--- src/design/mipsCore_config.svh ---
`ifndef MIPS_CORE_CONFIG_SVH
`define MIPS_CORE_CONFIG_SVH

// Data and address width
`define MIPS_XLEN 32

// General purpose registers
`define MIPS_REG_COUNT 32

// First fetch address after reset
`define MIPS_RESET_PC 32'hbfc00000

`endif

--- src/design/mipsPkg.sv ---
`default_nettype none
`include "mipsCore_config.svh"

package mipsPkg;

    typedef logic [4:0] regAddr;

    typedef enum logic [5:0] {
        OP_SPECIAL = 6'h00,
        OP_J       = 6'h02,
        OP_JAL     = 6'h03,
        OP_BEQ     = 6'h04,
        OP_BNE     = 6'h05,
        OP_ADDIU   = 6'h09,
        OP_SLTI    = 6'h0a,
        OP_SLTIU   = 6'h0b,
        OP_ANDI    = 6'h0c,
        OP_ORI     = 6'h0d,
        OP_XORI    = 6'h0e,
        OP_LUI     = 6'h0f,
        OP_LW      = 6'h23,
        OP_SW      = 6'h2b
    } opCode;

    // Function field of SPECIAL words
    localparam logic [5:0] FN_JR   = 6'h08;
    localparam logic [5:0] FN_ADDU = 6'h21;
    localparam logic [5:0] FN_SUBU = 6'h23;
    localparam logic [5:0] FN_AND  = 6'h24;
    localparam logic [5:0] FN_OR   = 6'h25;
    localparam logic [5:0] FN_XOR  = 6'h26;
    localparam logic [5:0] FN_NOR  = 6'h27;
    localparam logic [5:0] FN_SLT  = 6'h2a;
    localparam logic [5:0] FN_SLTU = 6'h2b;

    typedef struct packed {
        opCode opcode;
        regAddr rs;
        regAddr rt;
        regAddr rd;
        logic [4:0] shamt;
        logic [5:0] funct;
    } rFields;

    typedef struct packed {
        opCode opcode;
        regAddr rs;
        regAddr rt;
        logic [15:0] imm;
    } iFields;

    typedef struct packed {
        opCode opcode;
        logic [25:0] index;
    } jFields;

    // One fetched word, read in all three formats by the decoder
    typedef union packed {
        rFields rType;
        iFields iType;
        jFields jType;
    } instrWord;

    typedef enum logic [3:0] {ADD, SUB, AND, OR, XOR, NOR, SLT, SLTU, LUI} aluOp;

    typedef enum logic [1:0] {NONE, ALU, LINK, MEM} wbSource;

    typedef enum logic [1:0] {REGFILE, FROM_MEM, FROM_WB} fwdSel;

    typedef struct packed {
        aluOp alu;
        logic useImm;
        logic signExt;
        wbSource wbSrc;
        regAddr dest;
        logic memLoad;
        logic memStore;
        logic rsDecode;
        logic rtDecode;
        logic rsExec;
        logic rtExec;
    } ctrlBundle;

    typedef struct packed {
        logic [`MIPS_XLEN-1:0] pc;
        ctrlBundle ctrl;
        regAddr rs;
        regAddr rt;
        logic [`MIPS_XLEN-1:0] rsVal;
        logic [`MIPS_XLEN-1:0] rtVal;
        logic [`MIPS_XLEN-1:0] imm;
    } execPacket;

    typedef struct packed {
        logic [`MIPS_XLEN-1:0] pc;
        wbSource wbSrc;
        regAddr dest;
        logic memLoad;
        logic memStore;
        logic [`MIPS_XLEN-1:0] result;
        logic [`MIPS_XLEN-1:0] storeData;
    } memPacket;

    typedef struct packed {
        logic [`MIPS_XLEN-1:0] pc;
        wbSource wbSrc;
        regAddr dest;
        logic [`MIPS_XLEN-1:0] result;
    } wbPacket;

    typedef struct packed {
        logic wen;
        regAddr addr;
        logic [`MIPS_XLEN-1:0] data;
    } regWrite;

    function automatic logic [`MIPS_XLEN-1:0] pickOperand(
        input fwdSel sel,
        input logic [`MIPS_XLEN-1:0] regVal,
        input logic [`MIPS_XLEN-1:0] memVal,
        input logic [`MIPS_XLEN-1:0] wbVal
    );
        case (sel)
            FROM_MEM: return memVal;
            FROM_WB:  return wbVal;
            default:  return regVal;
        endcase
    endfunction

endpackage

`default_nettype wire

--- src/design/hazardUnit.sv ---
`default_nettype none

module hazardUnit import mipsPkg::*; (
    input  logic clk,
    input  logic reset,
    input  regAddr decRs,
    input  regAddr decRt,
    input  ctrlBundle decCtrl,
    input  regAddr execRs,
    input  regAddr execRt,
    input  ctrlBundle execCtrl,
    input  wbPacket memInfo,
    input  regWrite rfWrite,
    output logic stall,
    output logic execBubble,
    output fwdSel [1:0] decodeFwd,
    output fwdSel [1:0] execFwd
);

    function automatic fwdSel forwardFrom(input regAddr r, input logic needed);
        if (needed && r != '0 && r == memInfo.dest && memInfo.wbSrc inside {ALU, LINK})
            return FROM_MEM;
        if (needed && rfWrite.wen && r == rfWrite.addr)
            return FROM_WB;
        return REGFILE;
    endfunction

    // A load one stage ahead of execute is caught while the consumer is
    // still in decode, so execute itself never has to hold
    function automatic logic operandHazard(input regAddr r, input logic needD, input logic needE);
        logic execWrites;
        logic memLoads;
        execWrites = r != '0 && r == execCtrl.dest;
        memLoads = r != '0 && r == memInfo.dest && memInfo.wbSrc == MEM;
        return (needD && (execWrites || memLoads)) || (needE && execWrites && execCtrl.memLoad);
    endfunction

    always_comb begin
        stall = operandHazard(decRs, decCtrl.rsDecode, decCtrl.rsExec)
             || operandHazard(decRt, decCtrl.rtDecode, decCtrl.rtExec);
        decodeFwd[0] = forwardFrom(decRs, 1'b1);
        decodeFwd[1] = forwardFrom(decRt, 1'b1);
        execFwd[0] = forwardFrom(execRs, execCtrl.rsExec);
        execFwd[1] = forwardFrom(execRt, execCtrl.rtExec);
    end

    assign execBubble = stall;

    // Load data only exists in writeback
    assert property (@(posedge clk) disable iff (reset)
        !(memInfo.wbSrc == MEM && memInfo.dest != '0
          && ((execCtrl.rsExec && execRs == memInfo.dest)
              || (execCtrl.rtExec && execRt == memInfo.dest))));

endmodule

`default_nettype wire

--- src/design/fetchStage.sv ---
`default_nettype none
`include "mipsCore_config.svh"

module fetchStage import mipsPkg::*; (
    input  logic clk,
    input  logic reset,
    input  logic stall,
    input  logic redirect,
    input  logic [`MIPS_XLEN-1:0] redirectTarget,
    output logic [`MIPS_XLEN-1:0] instSramAddr,
    input  logic [`MIPS_XLEN-1:0] instSramRdata,
    output logic [`MIPS_XLEN-1:0] pc,
    output instrWord instr
);

    logic fetchValid;
    logic [`MIPS_XLEN-1:0] nextPc;

    // A stalled branch must not steer fetch with stale operands
    always_comb begin
        if (stall)
            nextPc = pc;
        else if (redirect)
            nextPc = redirectTarget;
        else
            nextPc = pc + 4;
    end

    // pc tracks the address whose word is returning this cycle
    always_ff @(posedge clk) begin
        if (reset) begin
            pc <= `MIPS_RESET_PC - 4;
            fetchValid <= 1'b0;
        end else begin
            pc <= nextPc;
            fetchValid <= 1'b1;
        end
    end

    assign instSramAddr = nextPc;
    // First word after reset is not ours, feed a nop instead
    assign instr = fetchValid ? instSramRdata : '0;

    assert property (@(posedge clk) disable iff (reset) pc[1:0] == 2'b00);

endmodule

`default_nettype wire

--- src/design/decodeStage.sv ---
`default_nettype none
`include "mipsCore_config.svh"

module decodeStage import mipsPkg::*; (
    input  logic clk,
    input  logic reset,
    input  logic stall,
    input  logic [`MIPS_XLEN-1:0] pc,
    input  instrWord instr,
    input  logic [`MIPS_XLEN-1:0] rsData,
    input  logic [`MIPS_XLEN-1:0] rtData,
    input  logic [`MIPS_XLEN-1:0] memResult,
    input  regWrite rfWrite,
    input  fwdSel [1:0] decodeFwd,
    output regAddr rs,
    output regAddr rt,
    output ctrlBundle ctrl,
    output logic redirect,
    output logic [`MIPS_XLEN-1:0] redirectTarget,
    output execPacket execOut
);

    logic [`MIPS_XLEN-1:0] pcD;
    instrWord instrD;
    logic [`MIPS_XLEN-1:0] rsVal;
    logic [`MIPS_XLEN-1:0] rtVal;
    logic [`MIPS_XLEN-1:0] imm;
    logic [`MIPS_XLEN-1:0] seqPc;
    opCode op;

    always_ff @(posedge clk) begin
        if (reset) begin
            pcD <= '0;
            instrD <= '0;
        end else if (!stall) begin
            pcD <= pc;
            instrD <= instr;
        end
    end

    assign op = instrD.rType.opcode;
    assign rs = instrD.rType.rs;
    assign rt = instrD.rType.rt;

    always_comb begin
        ctrl = '0;
        case (op)
            OP_SPECIAL: begin
                ctrl.rsExec = 1'b1;
                ctrl.rtExec = 1'b1;
                ctrl.wbSrc = ALU;
                ctrl.dest = instrD.rType.rd;
                case (instrD.rType.funct)
                    FN_ADDU: ctrl.alu = ADD;
                    FN_SUBU: ctrl.alu = SUB;
                    FN_AND:  ctrl.alu = AND;
                    FN_OR:   ctrl.alu = OR;
                    FN_XOR:  ctrl.alu = XOR;
                    FN_NOR:  ctrl.alu = NOR;
                    FN_SLT:  ctrl.alu = SLT;
                    FN_SLTU: ctrl.alu = SLTU;
                    FN_JR: begin
                        ctrl = '0;
                        ctrl.rsDecode = 1'b1;
                    end
                    default: ctrl = '0;
                endcase
            end
            OP_JAL: begin
                ctrl.wbSrc = LINK;
                ctrl.dest = 5'd31;
            end
            OP_BEQ, OP_BNE: begin
                ctrl.rsDecode = 1'b1;
                ctrl.rtDecode = 1'b1;
            end
            OP_ADDIU, OP_SLTI, OP_SLTIU, OP_ANDI, OP_ORI, OP_XORI, OP_LUI, OP_LW: begin
                ctrl.useImm = 1'b1;
                ctrl.rsExec = op != OP_LUI;
                ctrl.signExt = op inside {OP_ADDIU, OP_SLTI, OP_SLTIU, OP_LW};
                ctrl.wbSrc = op == OP_LW ? MEM : ALU;
                ctrl.memLoad = op == OP_LW;
                ctrl.dest = instrD.iType.rt;
                case (op)
                    OP_SLTI:  ctrl.alu = SLT;
                    OP_SLTIU: ctrl.alu = SLTU;
                    OP_ANDI:  ctrl.alu = AND;
                    OP_ORI:   ctrl.alu = OR;
                    OP_XORI:  ctrl.alu = XOR;
                    OP_LUI:   ctrl.alu = LUI;
                    default:  ctrl.alu = ADD;
                endcase
            end
            OP_SW: begin
                ctrl.useImm = 1'b1;
                ctrl.signExt = 1'b1;
                ctrl.rsExec = 1'b1;
                ctrl.rtExec = 1'b1;
                ctrl.memStore = 1'b1;
            end
            default: ctrl = '0;
        endcase
    end

    assign rsVal = pickOperand(decodeFwd[0], rsData, memResult, rfWrite.data);
    assign rtVal = pickOperand(decodeFwd[1], rtData, memResult, rfWrite.data);
    assign imm = ctrl.signExt ? {{16{instrD.iType.imm[15]}}, instrD.iType.imm}
                              : {16'h0, instrD.iType.imm};
    assign seqPc = pcD + 4;

    always_comb begin
        redirect = 1'b0;
        redirectTarget = seqPc + {{14{instrD.iType.imm[15]}}, instrD.iType.imm, 2'b00};
        case (op)
            OP_BEQ: redirect = rsVal == rtVal;
            OP_BNE: redirect = rsVal != rtVal;
            OP_J, OP_JAL: begin
                redirect = 1'b1;
                redirectTarget = {seqPc[31:28], instrD.jType.index, 2'b00};
            end
            OP_SPECIAL: begin
                if (instrD.rType.funct == FN_JR) begin
                    redirect = 1'b1;
                    redirectTarget = rsVal;
                end
            end
            default: redirect = 1'b0;
        endcase
    end

    assign execOut = '{pc: pcD, ctrl: ctrl, rs: rs, rt: rt,
                       rsVal: rsVal, rtVal: rtVal, imm: imm};

endmodule

`default_nettype wire

--- src/design/registerFile.sv ---
`default_nettype none
`include "mipsCore_config.svh"

module registerFile import mipsPkg::*; (
    input  logic clk,
    input  logic reset,
    input  regAddr rsAddr,
    input  regAddr rtAddr,
    output logic [`MIPS_XLEN-1:0] rsData,
    output logic [`MIPS_XLEN-1:0] rtData,
    input  regWrite rfWrite
);

    logic [`MIPS_XLEN-1:0] regs [`MIPS_REG_COUNT];

    always_ff @(posedge clk) begin
        if (rfWrite.wen)
            regs[rfWrite.addr] <= rfWrite.data;
    end

    // Writeback data bypasses the array
    function automatic logic [`MIPS_XLEN-1:0] readReg(input regAddr a);
        if (a == '0)
            return '0;
        if (rfWrite.wen && rfWrite.addr == a)
            return rfWrite.data;
        return regs[a];
    endfunction

    assign rsData = readReg(rsAddr);
    assign rtData = readReg(rtAddr);

    assert property (@(posedge clk) disable iff (reset) !(rfWrite.wen && rfWrite.addr == '0));

endmodule

`default_nettype wire

--- src/design/executeStage.sv ---
`default_nettype none
`include "mipsCore_config.svh"

module executeStage import mipsPkg::*; (
    input  logic clk,
    input  logic reset,
    input  logic execBubble,
    input  execPacket execIn,
    input  logic [`MIPS_XLEN-1:0] memResult,
    input  regWrite rfWrite,
    input  fwdSel [1:0] execFwd,
    output regAddr execRs,
    output regAddr execRt,
    output ctrlBundle execCtrl,
    output memPacket memOut
);

    execPacket ex;
    logic [`MIPS_XLEN-1:0] opA;
    logic [`MIPS_XLEN-1:0] rtFwd;
    logic [`MIPS_XLEN-1:0] opB;
    logic [`MIPS_XLEN-1:0] aluOut;

    always_ff @(posedge clk) begin
        if (reset || execBubble)
            ex <= '0;
        else
            ex <= execIn;
    end

    assign opA = pickOperand(execFwd[0], ex.rsVal, memResult, rfWrite.data);
    assign rtFwd = pickOperand(execFwd[1], ex.rtVal, memResult, rfWrite.data);
    assign opB = ex.ctrl.useImm ? ex.imm : rtFwd;

    always_comb begin
        case (ex.ctrl.alu)
            SUB:     aluOut = opA - opB;
            AND:     aluOut = opA & opB;
            OR:      aluOut = opA | opB;
            XOR:     aluOut = opA ^ opB;
            NOR:     aluOut = ~(opA | opB);
            SLT:     aluOut = {31'h0, $signed(opA) < $signed(opB)};
            SLTU:    aluOut = {31'h0, opA < opB};
            LUI:     aluOut = {opB[15:0], 16'h0};
            default: aluOut = opA + opB;
        endcase
    end

    assign execRs = ex.rs;
    assign execRt = ex.rt;
    assign execCtrl = ex.ctrl;

    // Link skips the delay slot
    assign memOut = '{pc: ex.pc, wbSrc: ex.ctrl.wbSrc, dest: ex.ctrl.dest,
                      memLoad: ex.ctrl.memLoad, memStore: ex.ctrl.memStore,
                      result: ex.ctrl.wbSrc == LINK ? ex.pc + 8 : aluOut,
                      storeData: rtFwd};

endmodule

`default_nettype wire

--- src/design/memoryStage.sv ---
`default_nettype none
`include "mipsCore_config.svh"

module memoryStage import mipsPkg::*; (
    input  logic clk,
    input  logic reset,
    input  memPacket memIn,
    output logic dataSramEn,
    output logic [3:0] dataSramWen,
    output logic [`MIPS_XLEN-1:0] dataSramAddr,
    output logic [`MIPS_XLEN-1:0] dataSramWdata,
    output logic [`MIPS_XLEN-1:0] memResult,
    output wbPacket wbOut
);

    memPacket mp;

    always_ff @(posedge clk) begin
        if (reset)
            mp <= '0;
        else
            mp <= memIn;
    end

    // Word accesses only
    assign dataSramEn = mp.memLoad || mp.memStore;
    assign dataSramWen = {4{mp.memStore}};
    assign dataSramAddr = mp.result;
    assign dataSramWdata = mp.storeData;

    assign memResult = mp.result;
    assign wbOut = '{pc: mp.pc, wbSrc: mp.wbSrc, dest: mp.dest, result: mp.result};

    // Each request is one aligned word, either a load or a store
    assert property (@(posedge clk) disable iff (reset)
        dataSramEn |-> (mp.memLoad != mp.memStore) && dataSramAddr[1:0] == 2'b00);

endmodule

`default_nettype wire

--- src/design/writebackStage.sv ---
`default_nettype none
`include "mipsCore_config.svh"

module writebackStage import mipsPkg::*; (
    input  logic clk,
    input  logic reset,
    input  wbPacket wbIn,
    input  logic [`MIPS_XLEN-1:0] dataSramRdata,
    output regWrite rfWrite,
    output logic [`MIPS_XLEN-1:0] debugWbPc,
    output logic [3:0] debugWbRfWen,
    output regAddr debugWbRfWnum,
    output logic [`MIPS_XLEN-1:0] debugWbRfWdata
);

    wbPacket wb;

    always_ff @(posedge clk) begin
        if (reset)
            wb <= '0;
        else
            wb <= wbIn;
    end

    // Load data arrives from the SRAM this cycle
    assign rfWrite.wen = wb.wbSrc != NONE && wb.dest != '0;
    assign rfWrite.addr = wb.dest;
    assign rfWrite.data = wb.wbSrc == MEM ? dataSramRdata : wb.result;

    assign debugWbPc = wb.pc;
    assign debugWbRfWen = {4{rfWrite.wen}};
    assign debugWbRfWnum = wb.dest;
    assign debugWbRfWdata = rfWrite.data;

endmodule

`default_nettype wire

--- src/design/mipsCore.sv ---
`default_nettype none
`include "mipsCore_config.svh"

module mipsCore import mipsPkg::*; (
    input  logic clk,
    input  logic reset,
    output logic [`MIPS_XLEN-1:0] instSramAddr,
    input  logic [`MIPS_XLEN-1:0] instSramRdata,
    output logic dataSramEn,
    output logic [3:0] dataSramWen,
    output logic [`MIPS_XLEN-1:0] dataSramAddr,
    output logic [`MIPS_XLEN-1:0] dataSramWdata,
    input  logic [`MIPS_XLEN-1:0] dataSramRdata,
    output logic [`MIPS_XLEN-1:0] debugWbPc,
    output logic [3:0] debugWbRfWen,
    output regAddr debugWbRfWnum,
    output logic [`MIPS_XLEN-1:0] debugWbRfWdata
);

    logic stall;
    logic execBubble;
    fwdSel [1:0] decodeFwd;
    fwdSel [1:0] execFwd;

    logic [`MIPS_XLEN-1:0] fetchPc;
    instrWord fetchInstr;
    logic redirect;
    logic [`MIPS_XLEN-1:0] redirectTarget;

    regAddr decRs;
    regAddr decRt;
    ctrlBundle decCtrl;
    logic [`MIPS_XLEN-1:0] rsData;
    logic [`MIPS_XLEN-1:0] rtData;
    execPacket execIn;

    regAddr execRs;
    regAddr execRt;
    ctrlBundle execCtrl;
    memPacket memIn;

    logic [`MIPS_XLEN-1:0] memResult;
    wbPacket wbIn;
    regWrite rfWrite;

    fetchStage fetch_i (
        .clk(clk), .reset(reset), .stall(stall),
        .redirect(redirect), .redirectTarget(redirectTarget),
        .instSramAddr(instSramAddr), .instSramRdata(instSramRdata),
        .pc(fetchPc), .instr(fetchInstr)
    );

    decodeStage decode_i (
        .clk(clk), .reset(reset), .stall(stall),
        .pc(fetchPc), .instr(fetchInstr),
        .rsData(rsData), .rtData(rtData),
        .memResult(memResult), .rfWrite(rfWrite), .decodeFwd(decodeFwd),
        .rs(decRs), .rt(decRt), .ctrl(decCtrl),
        .redirect(redirect), .redirectTarget(redirectTarget),
        .execOut(execIn)
    );

    registerFile regFile_i (
        .clk(clk), .reset(reset),
        .rsAddr(decRs), .rtAddr(decRt),
        .rsData(rsData), .rtData(rtData),
        .rfWrite(rfWrite)
    );

    hazardUnit hazard_i (
        .clk(clk), .reset(reset),
        .decRs(decRs), .decRt(decRt), .decCtrl(decCtrl),
        .execRs(execRs), .execRt(execRt), .execCtrl(execCtrl),
        .memInfo(wbIn), .rfWrite(rfWrite),
        .stall(stall), .execBubble(execBubble),
        .decodeFwd(decodeFwd), .execFwd(execFwd)
    );

    executeStage execute_i (
        .clk(clk), .reset(reset), .execBubble(execBubble),
        .execIn(execIn), .memResult(memResult), .rfWrite(rfWrite),
        .execFwd(execFwd),
        .execRs(execRs), .execRt(execRt), .execCtrl(execCtrl),
        .memOut(memIn)
    );

    memoryStage memory_i (
        .clk(clk), .reset(reset), .memIn(memIn),
        .dataSramEn(dataSramEn), .dataSramWen(dataSramWen),
        .dataSramAddr(dataSramAddr), .dataSramWdata(dataSramWdata),
        .memResult(memResult), .wbOut(wbIn)
    );

    writebackStage writeback_i (
        .clk(clk), .reset(reset), .wbIn(wbIn), .dataSramRdata(dataSramRdata),
        .rfWrite(rfWrite),
        .debugWbPc(debugWbPc), .debugWbRfWen(debugWbRfWen),
        .debugWbRfWnum(debugWbRfWnum), .debugWbRfWdata(debugWbRfWdata)
    );

endmodule

`default_nettype wire

--- config.mk ---
export PLATFORM = sky130hd
export DESIGN_NAME = mipsCore
export DESIGN_NICKNAME = d
export VERILOG_FILES = /design/src/design/mipsPkg.sv /design/src/design/hazardUnit.sv /design/src/design/fetchStage.sv /design/src/design/decodeStage.sv /design/src/design/registerFile.sv /design/src/design/executeStage.sv /design/src/design/memoryStage.sv /design/src/design/writebackStage.sv /design/src/design/mipsCore.sv
export VERILOG_INCLUDE_DIRS = /design/src /design/src/design
export SDC_FILE = /design/constraint.sdc
export NUM_CORES = 2
export LEC_CHECK = 0
export BUFFER_PORTS_ARGS = -buffer_cell sky130_fd_sc_hd__buf_2
export CAP_MARGIN = 20
export CORE_MARGIN = 3
export CORE_UTILIZATION = 50
export CTS_BUF_LIST = sky130_fd_sc_hd__clkbuf_4
export DETAILED_ROUTE_END_ITERATION = 10
export PLACE_DENSITY = 0.65
export SKIP_CTS_REPAIR_TIMING = 1
export SKIP_LAST_GASP = 1
export SYNTH_ARGS = -nofsm -noshare
export SYNTH_HDL_FRONTEND = slang
export SYNTH_HIERARCHICAL = 1
export SYNTH_SLANG_ARGS = --single-unit
--- constraint.sdc ---
create_clock -name clk -period 5.7 [get_ports clk]
set_input_delay 0.855 -clock clk [delete_from_list [all_inputs] [get_ports clk]]
set_output_delay 0.855 -clock clk [all_outputs]
set_load 0.02 [all_outputs]
After elaboration in Yosys (flattened, before gate mapping):

Memories as Yosys holds them, arrays and structs flattened. A register that Yosys moved wholly into a read port is not among the register bits.
Index checks and enable logic that the tools add are counted.

* register bits: 412
* memory bits (writable): 1024
* input port bits: 66
* output and inout bits: 174
* logic and storage cells: 230
* memories kept: 1

* $add $sub $neg: 6
* magnitude comparators: 2
* equal/unequal tests: 58
* muxes and demuxes: 76
* bitwise logic cells: 5
* reductions and logical operators: 52

Memories
* regFile_i.regs: words 32, width 32, read ports 2, clocked after Yosys merged registers in 2, write ports 1, line registerFile.sv:14 `` logic [`MIPS_XLEN-1:0] regs [`MIPS_REG_COUNT]; ``

Operators by type and width (count)
* $mux W32: 15
* $pmux W32 S2: 5
* $pmux W32 S8: 1
* $add A32 B3 Y32 const B: 2
* $add A32 B32 Y32: 2
* $lt A32 B32 Y1: 2
* $eq A5 B5 Y1: 12
* $eq A6 B6 Y1 const B: 10
* $eq A6 B4 Y1 const B: 8
* $mux W2: 17
* $add A32 B4 Y32 const B: 1
* $and A32 B32 Y32: 1
* $eq A32 B32 Y1: 1
* $ne A32 B32 Y1: 1
* $not A32 Y32: 1
* $or A32 B32 Y32: 1
* $sub A32 B32 Y32: 1
* $xor A32 B32 Y32: 1
* $logic_and A1 B1 Y1: 29
* $reduce_bool A5 Y1: 5
* $pmux W12 S2: 1
* $pmux W4 S6: 1
* $mux W1: 22
* $pmux W3 S7: 1
* 25 further kinds: 58

Depth between registers and ports, before layout:

* depth after elaboration: 15
* depth in mapped cells: 30
* depth with buffers taken out: 25

By module:

The synthesis kept the hierarchy.

By module, submodules not included
* registerFile: instances 1, cells an instance 2596, area each 47957.2 µm², seq. area each 30749.5 µm²
* executeStage: instances 1, cells an instance 1698, area each 12843.6 µm², seq. area each 3143.0 µm²
* decodeStage: instances 1, cells an instance 991, area each 7226.9 µm², seq. area each 1281.2 µm²
* memoryStage: instances 1, cells an instance 393, area each 4137.7 µm², seq. area each 2102.0 µm²
* writebackStage: instances 1, cells an instance 265, area each 2902.8 µm², seq. area each 1421.4 µm²
* fetchStage: instances 1, cells an instance 314, area each 2337.2 µm², seq. area each 660.6 µm²
* hazardUnit: instances 1, cells an instance 101, area each 780.7 µm², seq. area each 0.0 µm²

Worst setup path before layout:

Ideal clock, no wire load.

* kind: reg2out
* from: reg writeback_i.wb (netlist bit writeback_i/debugWbRfWnum[0])
* to: out instSramAddr[4]
* data arrival time: 4730 ps
* data required time: 4845 ps
* slack: 115 ps
* stages on the path, launching flop included: 22
* buffers on the path: 5
* path through: dfxtp_1 or4_1 o22a_1 buf_4 clkbuf_1 nand2_1 nor3_1 nor3_2 clkbuf_1 a221o_1 nand2_1 o21ai_0 xnor2_1 nand4_1 nor4_1 nand4_1 xnor2_1 a21o_1 clkbuf_1 buf_1 a22oi_1 o21ai_0

RTL lines
* from (decl): line writebackStage.sv:16 `wbPacket wb;`
* from (signal assigned): line writebackStage.sv:22 `wb <= wbIn;`
* to (decl): line mipsCore.sv:7 `` output logic [`MIPS_XLEN-1:0] instSramAddr, ``

Worst setup path after layout:

* from: reg writeback_i.wb (netlist bit writeback_i/debugWbRfWnum[2])
* to: out instSramAddr[18]

* elaborated cells on any way between the ends: 43
* classes of those cells: 10 x eq/ne; 27 x mux; 6 x reduce/logical

RTL lines
* $reduce_bool A5 Y1: line writebackStage.sv:26 `assign rfWrite.wen = wb.wbSrc != NONE && wb.dest != '0;`
* $logic_and A1 B1 Y1: line writebackStage.sv:26
* $logic_and A1 B1 Y1 (*): line registerFile.sv:25 `if (rfWrite.wen && rfWrite.addr == a)`
* $mux W1 (2 in series): line registerFile.sv:25
* $mux W32 (*): line registerFile.sv:27 `return regs[a];`
* $mux W32 (*): line registerFile.sv:25
* named net rsData[19]: line mipsCore.sv:33 `` logic [`MIPS_XLEN-1:0] rsData; ``
* $pmux W32 S2 (*): line mipsPkg.sv:123 `case (sel)`
* $ne A32 B32 Y1 / $eq A32 B32 Y1 (equally long branches): line decodeStage.sv:116, decodeStage.sv:115
* $pmux W1 S4 (*): line decodeStage.sv:114 `case (op)`
* named net redirect: line mipsCore.sv:27 `logic redirect;`
* $mux W32 (*): line fetchStage.sv:23 `else if (redirect)`
* $mux W32 (*): line fetchStage.sv:21 `if (stall)`

Mark *: on every way through the listed nets, which the timed path passes. The rest lies on a longest branch. The select of a mux whose other input is x is not followed.

==> Flow_metrics.wiki <==
{| class="wikitable"
! Metric !! Value
|-
| Peak supply drop || 279 uV
|-
| Post-layout minimum cycle time || 7380 ps
|-
| Number of buffers inserted during clock tree synthesis || 395
|-
| Die outline area || 161000 um^2
|-
| Fin worst setup slack || -1680 ps
|-
| Post-route non-filler standard cell count || 9659
|-
| Number of warnings reported in the yosys synthesis log || 6
|-
| Vias post-DR || 63300
|-
| Area of the mapped netlist || 78000 um^2
|-
| Fmax || 136 MHz
|-
| First-pass GRT wire length || 430000 um
|-
| Number of detailed-routing iterations run before antenna repair || 6
|-
| Worst R2R Start || writeback_i/debugWbRfWnum[2]
|-
| Post-layout nets || 7515
|-
| Initial antenna violation count || 24
|-
| Number of instances in the placed design || 8866
|-
| Hold violation count in the final report || 0
|-
| Worst EP arrival || 6520 ps
|-
| Clk sink count || 1451
|-
| Weighted congestion reported at the end of routability-driven placement || 1.01
|-
| Site Rows || 144
|-
| Data required time of the worst path || 4850 ps
|-
| Synthesized instance count || 6338
|-
| Insertion delay of the later-clocked pin in the worst-skew pair || 1450 ps
|-
| Run status || finished with violations
|-
| Worst-case reg-to-reg path depth || 25
|-
| Number of pins with negative max-slew slack in the final report || 0
|-
| Filler Cells Inserted || 12400
|-
| Leakage power figure || 34.5 nW
|-
| Wire length after detailed routing || 310000 um
|-
| Share of the clock period used by the worst path || 1.29
|-
| Worst hold slack after final layout || 61.8 ps
|-
| Vias in the first global route || 60200
|-
| Worst setup SP type || flop
|-
| Category of the most critical setup path || reg -> out
|-
| Violations in the final reports || setup timing
|-
| Min-Delay Startpoint || instSramRdata[25]
|-
| Maximum Capacitance Violations || 0
|-
| Min-Delay Path Depth || 4
|-
| Violation count after the first detailed-route iteration || 8998
|-
| Reg area || 39300 um^2
|-
| Quantity of I/O buffers inserted on ports || 239
|-
| Worst setup slack for register-to-register paths || -400 ps
|-
| DP Wirelength || 218000 um
|-
| Core ar. || 155000 um^2
|-
| Net count after synthesis || 6526
|-
| Placed cell areas || 86200 um^2
|-
| Power density of the placed cells || 283 nW/um^2
|-
| Area Overhead vs Synth || 20.1%
|-
| Routed length per placed instance || 32.1 um
|-
| Post-route antenna net violation count || 0
|-
| Die Wd || 401 um
|-
| Kind of end point of the critical path || output pin
|-
| Starting Density || 0.505
|-
| Number of placed I/O pins || 240
|-
| Clock tree from TritonCTS || yes
|-
| Setup TNS after final layout || -51510 ps
|-
| Number of remaining DRC errors || 0
|-
| Cell at the root of the clock tree || clkbuf_4
|-
| Clock-pin slew reported for the worst setup and hold paths after clock tree synthesis || 70 ps
|-
| Slew at the pin with the worst max-slew slack || 1220 ps
|-
| Worst Path Max Fanout || 8
|-
| Endpoints failing setup || 38
|-
| Residual overflow from global routing || 0
|-
| Height of the die || 401 um
|-
| Average cell area after synthesis || 12.3 um^2
|-
| Path class of the lowest-slack min-delay path || in -> reg
|-
| Global Route Usage Sum || 0.371
|-
| Max Root-Sink Buffers || 4
|-
| Unrepaired setup endpoints after global routing || yes
|-
| H-Tree Depth || 5
|-
| Fraction of layout cells with a size suffix above 1 || 0.362
|-
| Worst hold endpoint || decode_i/instrD[25]
|-
| Max transition margin || 0.184
|-
| Total area of multi-input combinational cells || 34700 um^2
|-
| Endpoint of the worst register-to-register path || memory_i/dataSramAddr[27]
|-
| Final design area excluding fillers || 93700 um^2
|-
| Post-route clock skew || 190 ps
|-
| Vias per std cell || 6.55
|-
| Pin count of the biggest net entering global routing || 100
|}
==> worst max path at each step <==
stage	startpoint	end	slack, ps	cells after the start
2_1_floorplan	writeback_i/debugWbRfWnum[0]	instSramAddr[4]	120	21
3_3_place_gp	writeback_i/debugWbRfWnum[0]	memory_i/dataSramAddr[27]	-770	24
3_5_place_dp	writeback_i/debugWbRfWnum[0]	memory_i/dataSramAddr[27]	-680	31
4_1_cts	decode_i/instrD[21]	instSramAddr[10]	-2070	22
5_1_grt	decode_i/instrD[17]	instSramAddr[30]	-1810	20
6_report	writeback_i/debugWbRfWnum[2]	instSramAddr[18]	-1680	18
==> layer usage <==
metal	global-route usage	up-vias	wire length, um
li1	-	26100	-
met1	0.516	31400	119000
met2	0.533	4886	132000
met3	0.106	882	41600
met4	0.180	10	16800
met5	0	-	60
==> worst max-delay path: stages (launching register included) <==
cell and delay (ps):
dfxtp_2 320, or4_4 530, o22a_1 250, nand2_1 160, o31ai_4 110, buf_4 190
a211oi_1 660, a221o_1 330, a21oi_1 140, xor2_1 250, nand4_1 170, nor4_2 190
nand4_1 300, xnor2_1 240, a21o_4 310, clkbuf_16 190, or4_1 530, nand3_1 120
buf_2 170
==> through the flow <==
step                power, W   util  setup slack (ps)
finish                0.0265  0.606             -1680
global route          0.0274  0.606             -1810
CTS                   0.0261  0.588             -2070
detailed placement    0.0169  0.557              -684
global placement      0.0169  0.557              -770
floorplan             0.0148      -               115
==> cell usage in the layout, fill, tap and decap left out, types with 40 or more instances in the layout <==
| master | instances |
|---|---|
| edfxtp_1 | 1024 |
| buf_4 | 998 |
| clkbuf_4 | 561 |
| dfxtp_1 | 414 |
| mux4_2 | 382 |
| mux2i_1 | 349 |
| nand2_1 | 304 |
| nor2_1 | 259 |
| buf_2 | 228 |
| a21oi_1 | 214 |
| a22oi_1 | 213 |
| and2_1 | 200 |
| nor2b_1 | 197 |
| inv_1 | 168 |
| o21ai_0 | 151 |
| xnor2_1 | 114 |
| ha_1 | 101 |
| clkinv_1 | 89 |
| nand3_1 | 88 |
| buf_12 | 88 |
| xor2_1 | 77 |
| o221ai_1 | 73 |
| a211oi_1 | 72 |
| o22ai_1 | 67 |
| nor3_1 | 59 |
| a221oi_1 | 54 |
| mux2_2 | 50 |
| o21ai_1 | 46 |
| a221o_1 | 44 |
| nor2_4 | 41 |
| a21oi_2 | 40 |
==> flip-flops by register name, indices dropped and copies added, names as in the netlist <==
signal and flops:
writeback_i/debugWbRfWnum 5, decode_i/instrD 32, fetch_i/pc 32, memory_i/dataSramWen 1
execute_i/execRs 5, memory_i/dataSramWdata 32, memory_i/dataSramAddr 32, memory_i/wbOut 39
execute_i/ex 96, fetch_i/fetchValid 1, execute_i/memOut 32, decode_i/pcD 32
writeback_i/debugWbPc 32, regFile_i/regs 1024, execute_i/execRt 5, writeback_i/wb 34
memory_i/mp 1, execute_i/execCtrl 16
==> area by class of cell <==
type	count	share of cell area
antenna	15	0.000401
clock buffer	561	0.0450
clock inverter	109	0.00609
inverter	185	0.00744
multi-input combinational	3893	0.371
sequential	1451	0.420
tap	2044	0.0273
timing repair buffer	1401	0.123
==> power breakdown <==
group / internal [W] / switching, W
Sequential: 0.0115 / 0.000359
Combinational: 0.00228 / 0.00312
Clock: 0.00472 / 0.00450
Note: power is estimated with default switching activity, not from simulation.
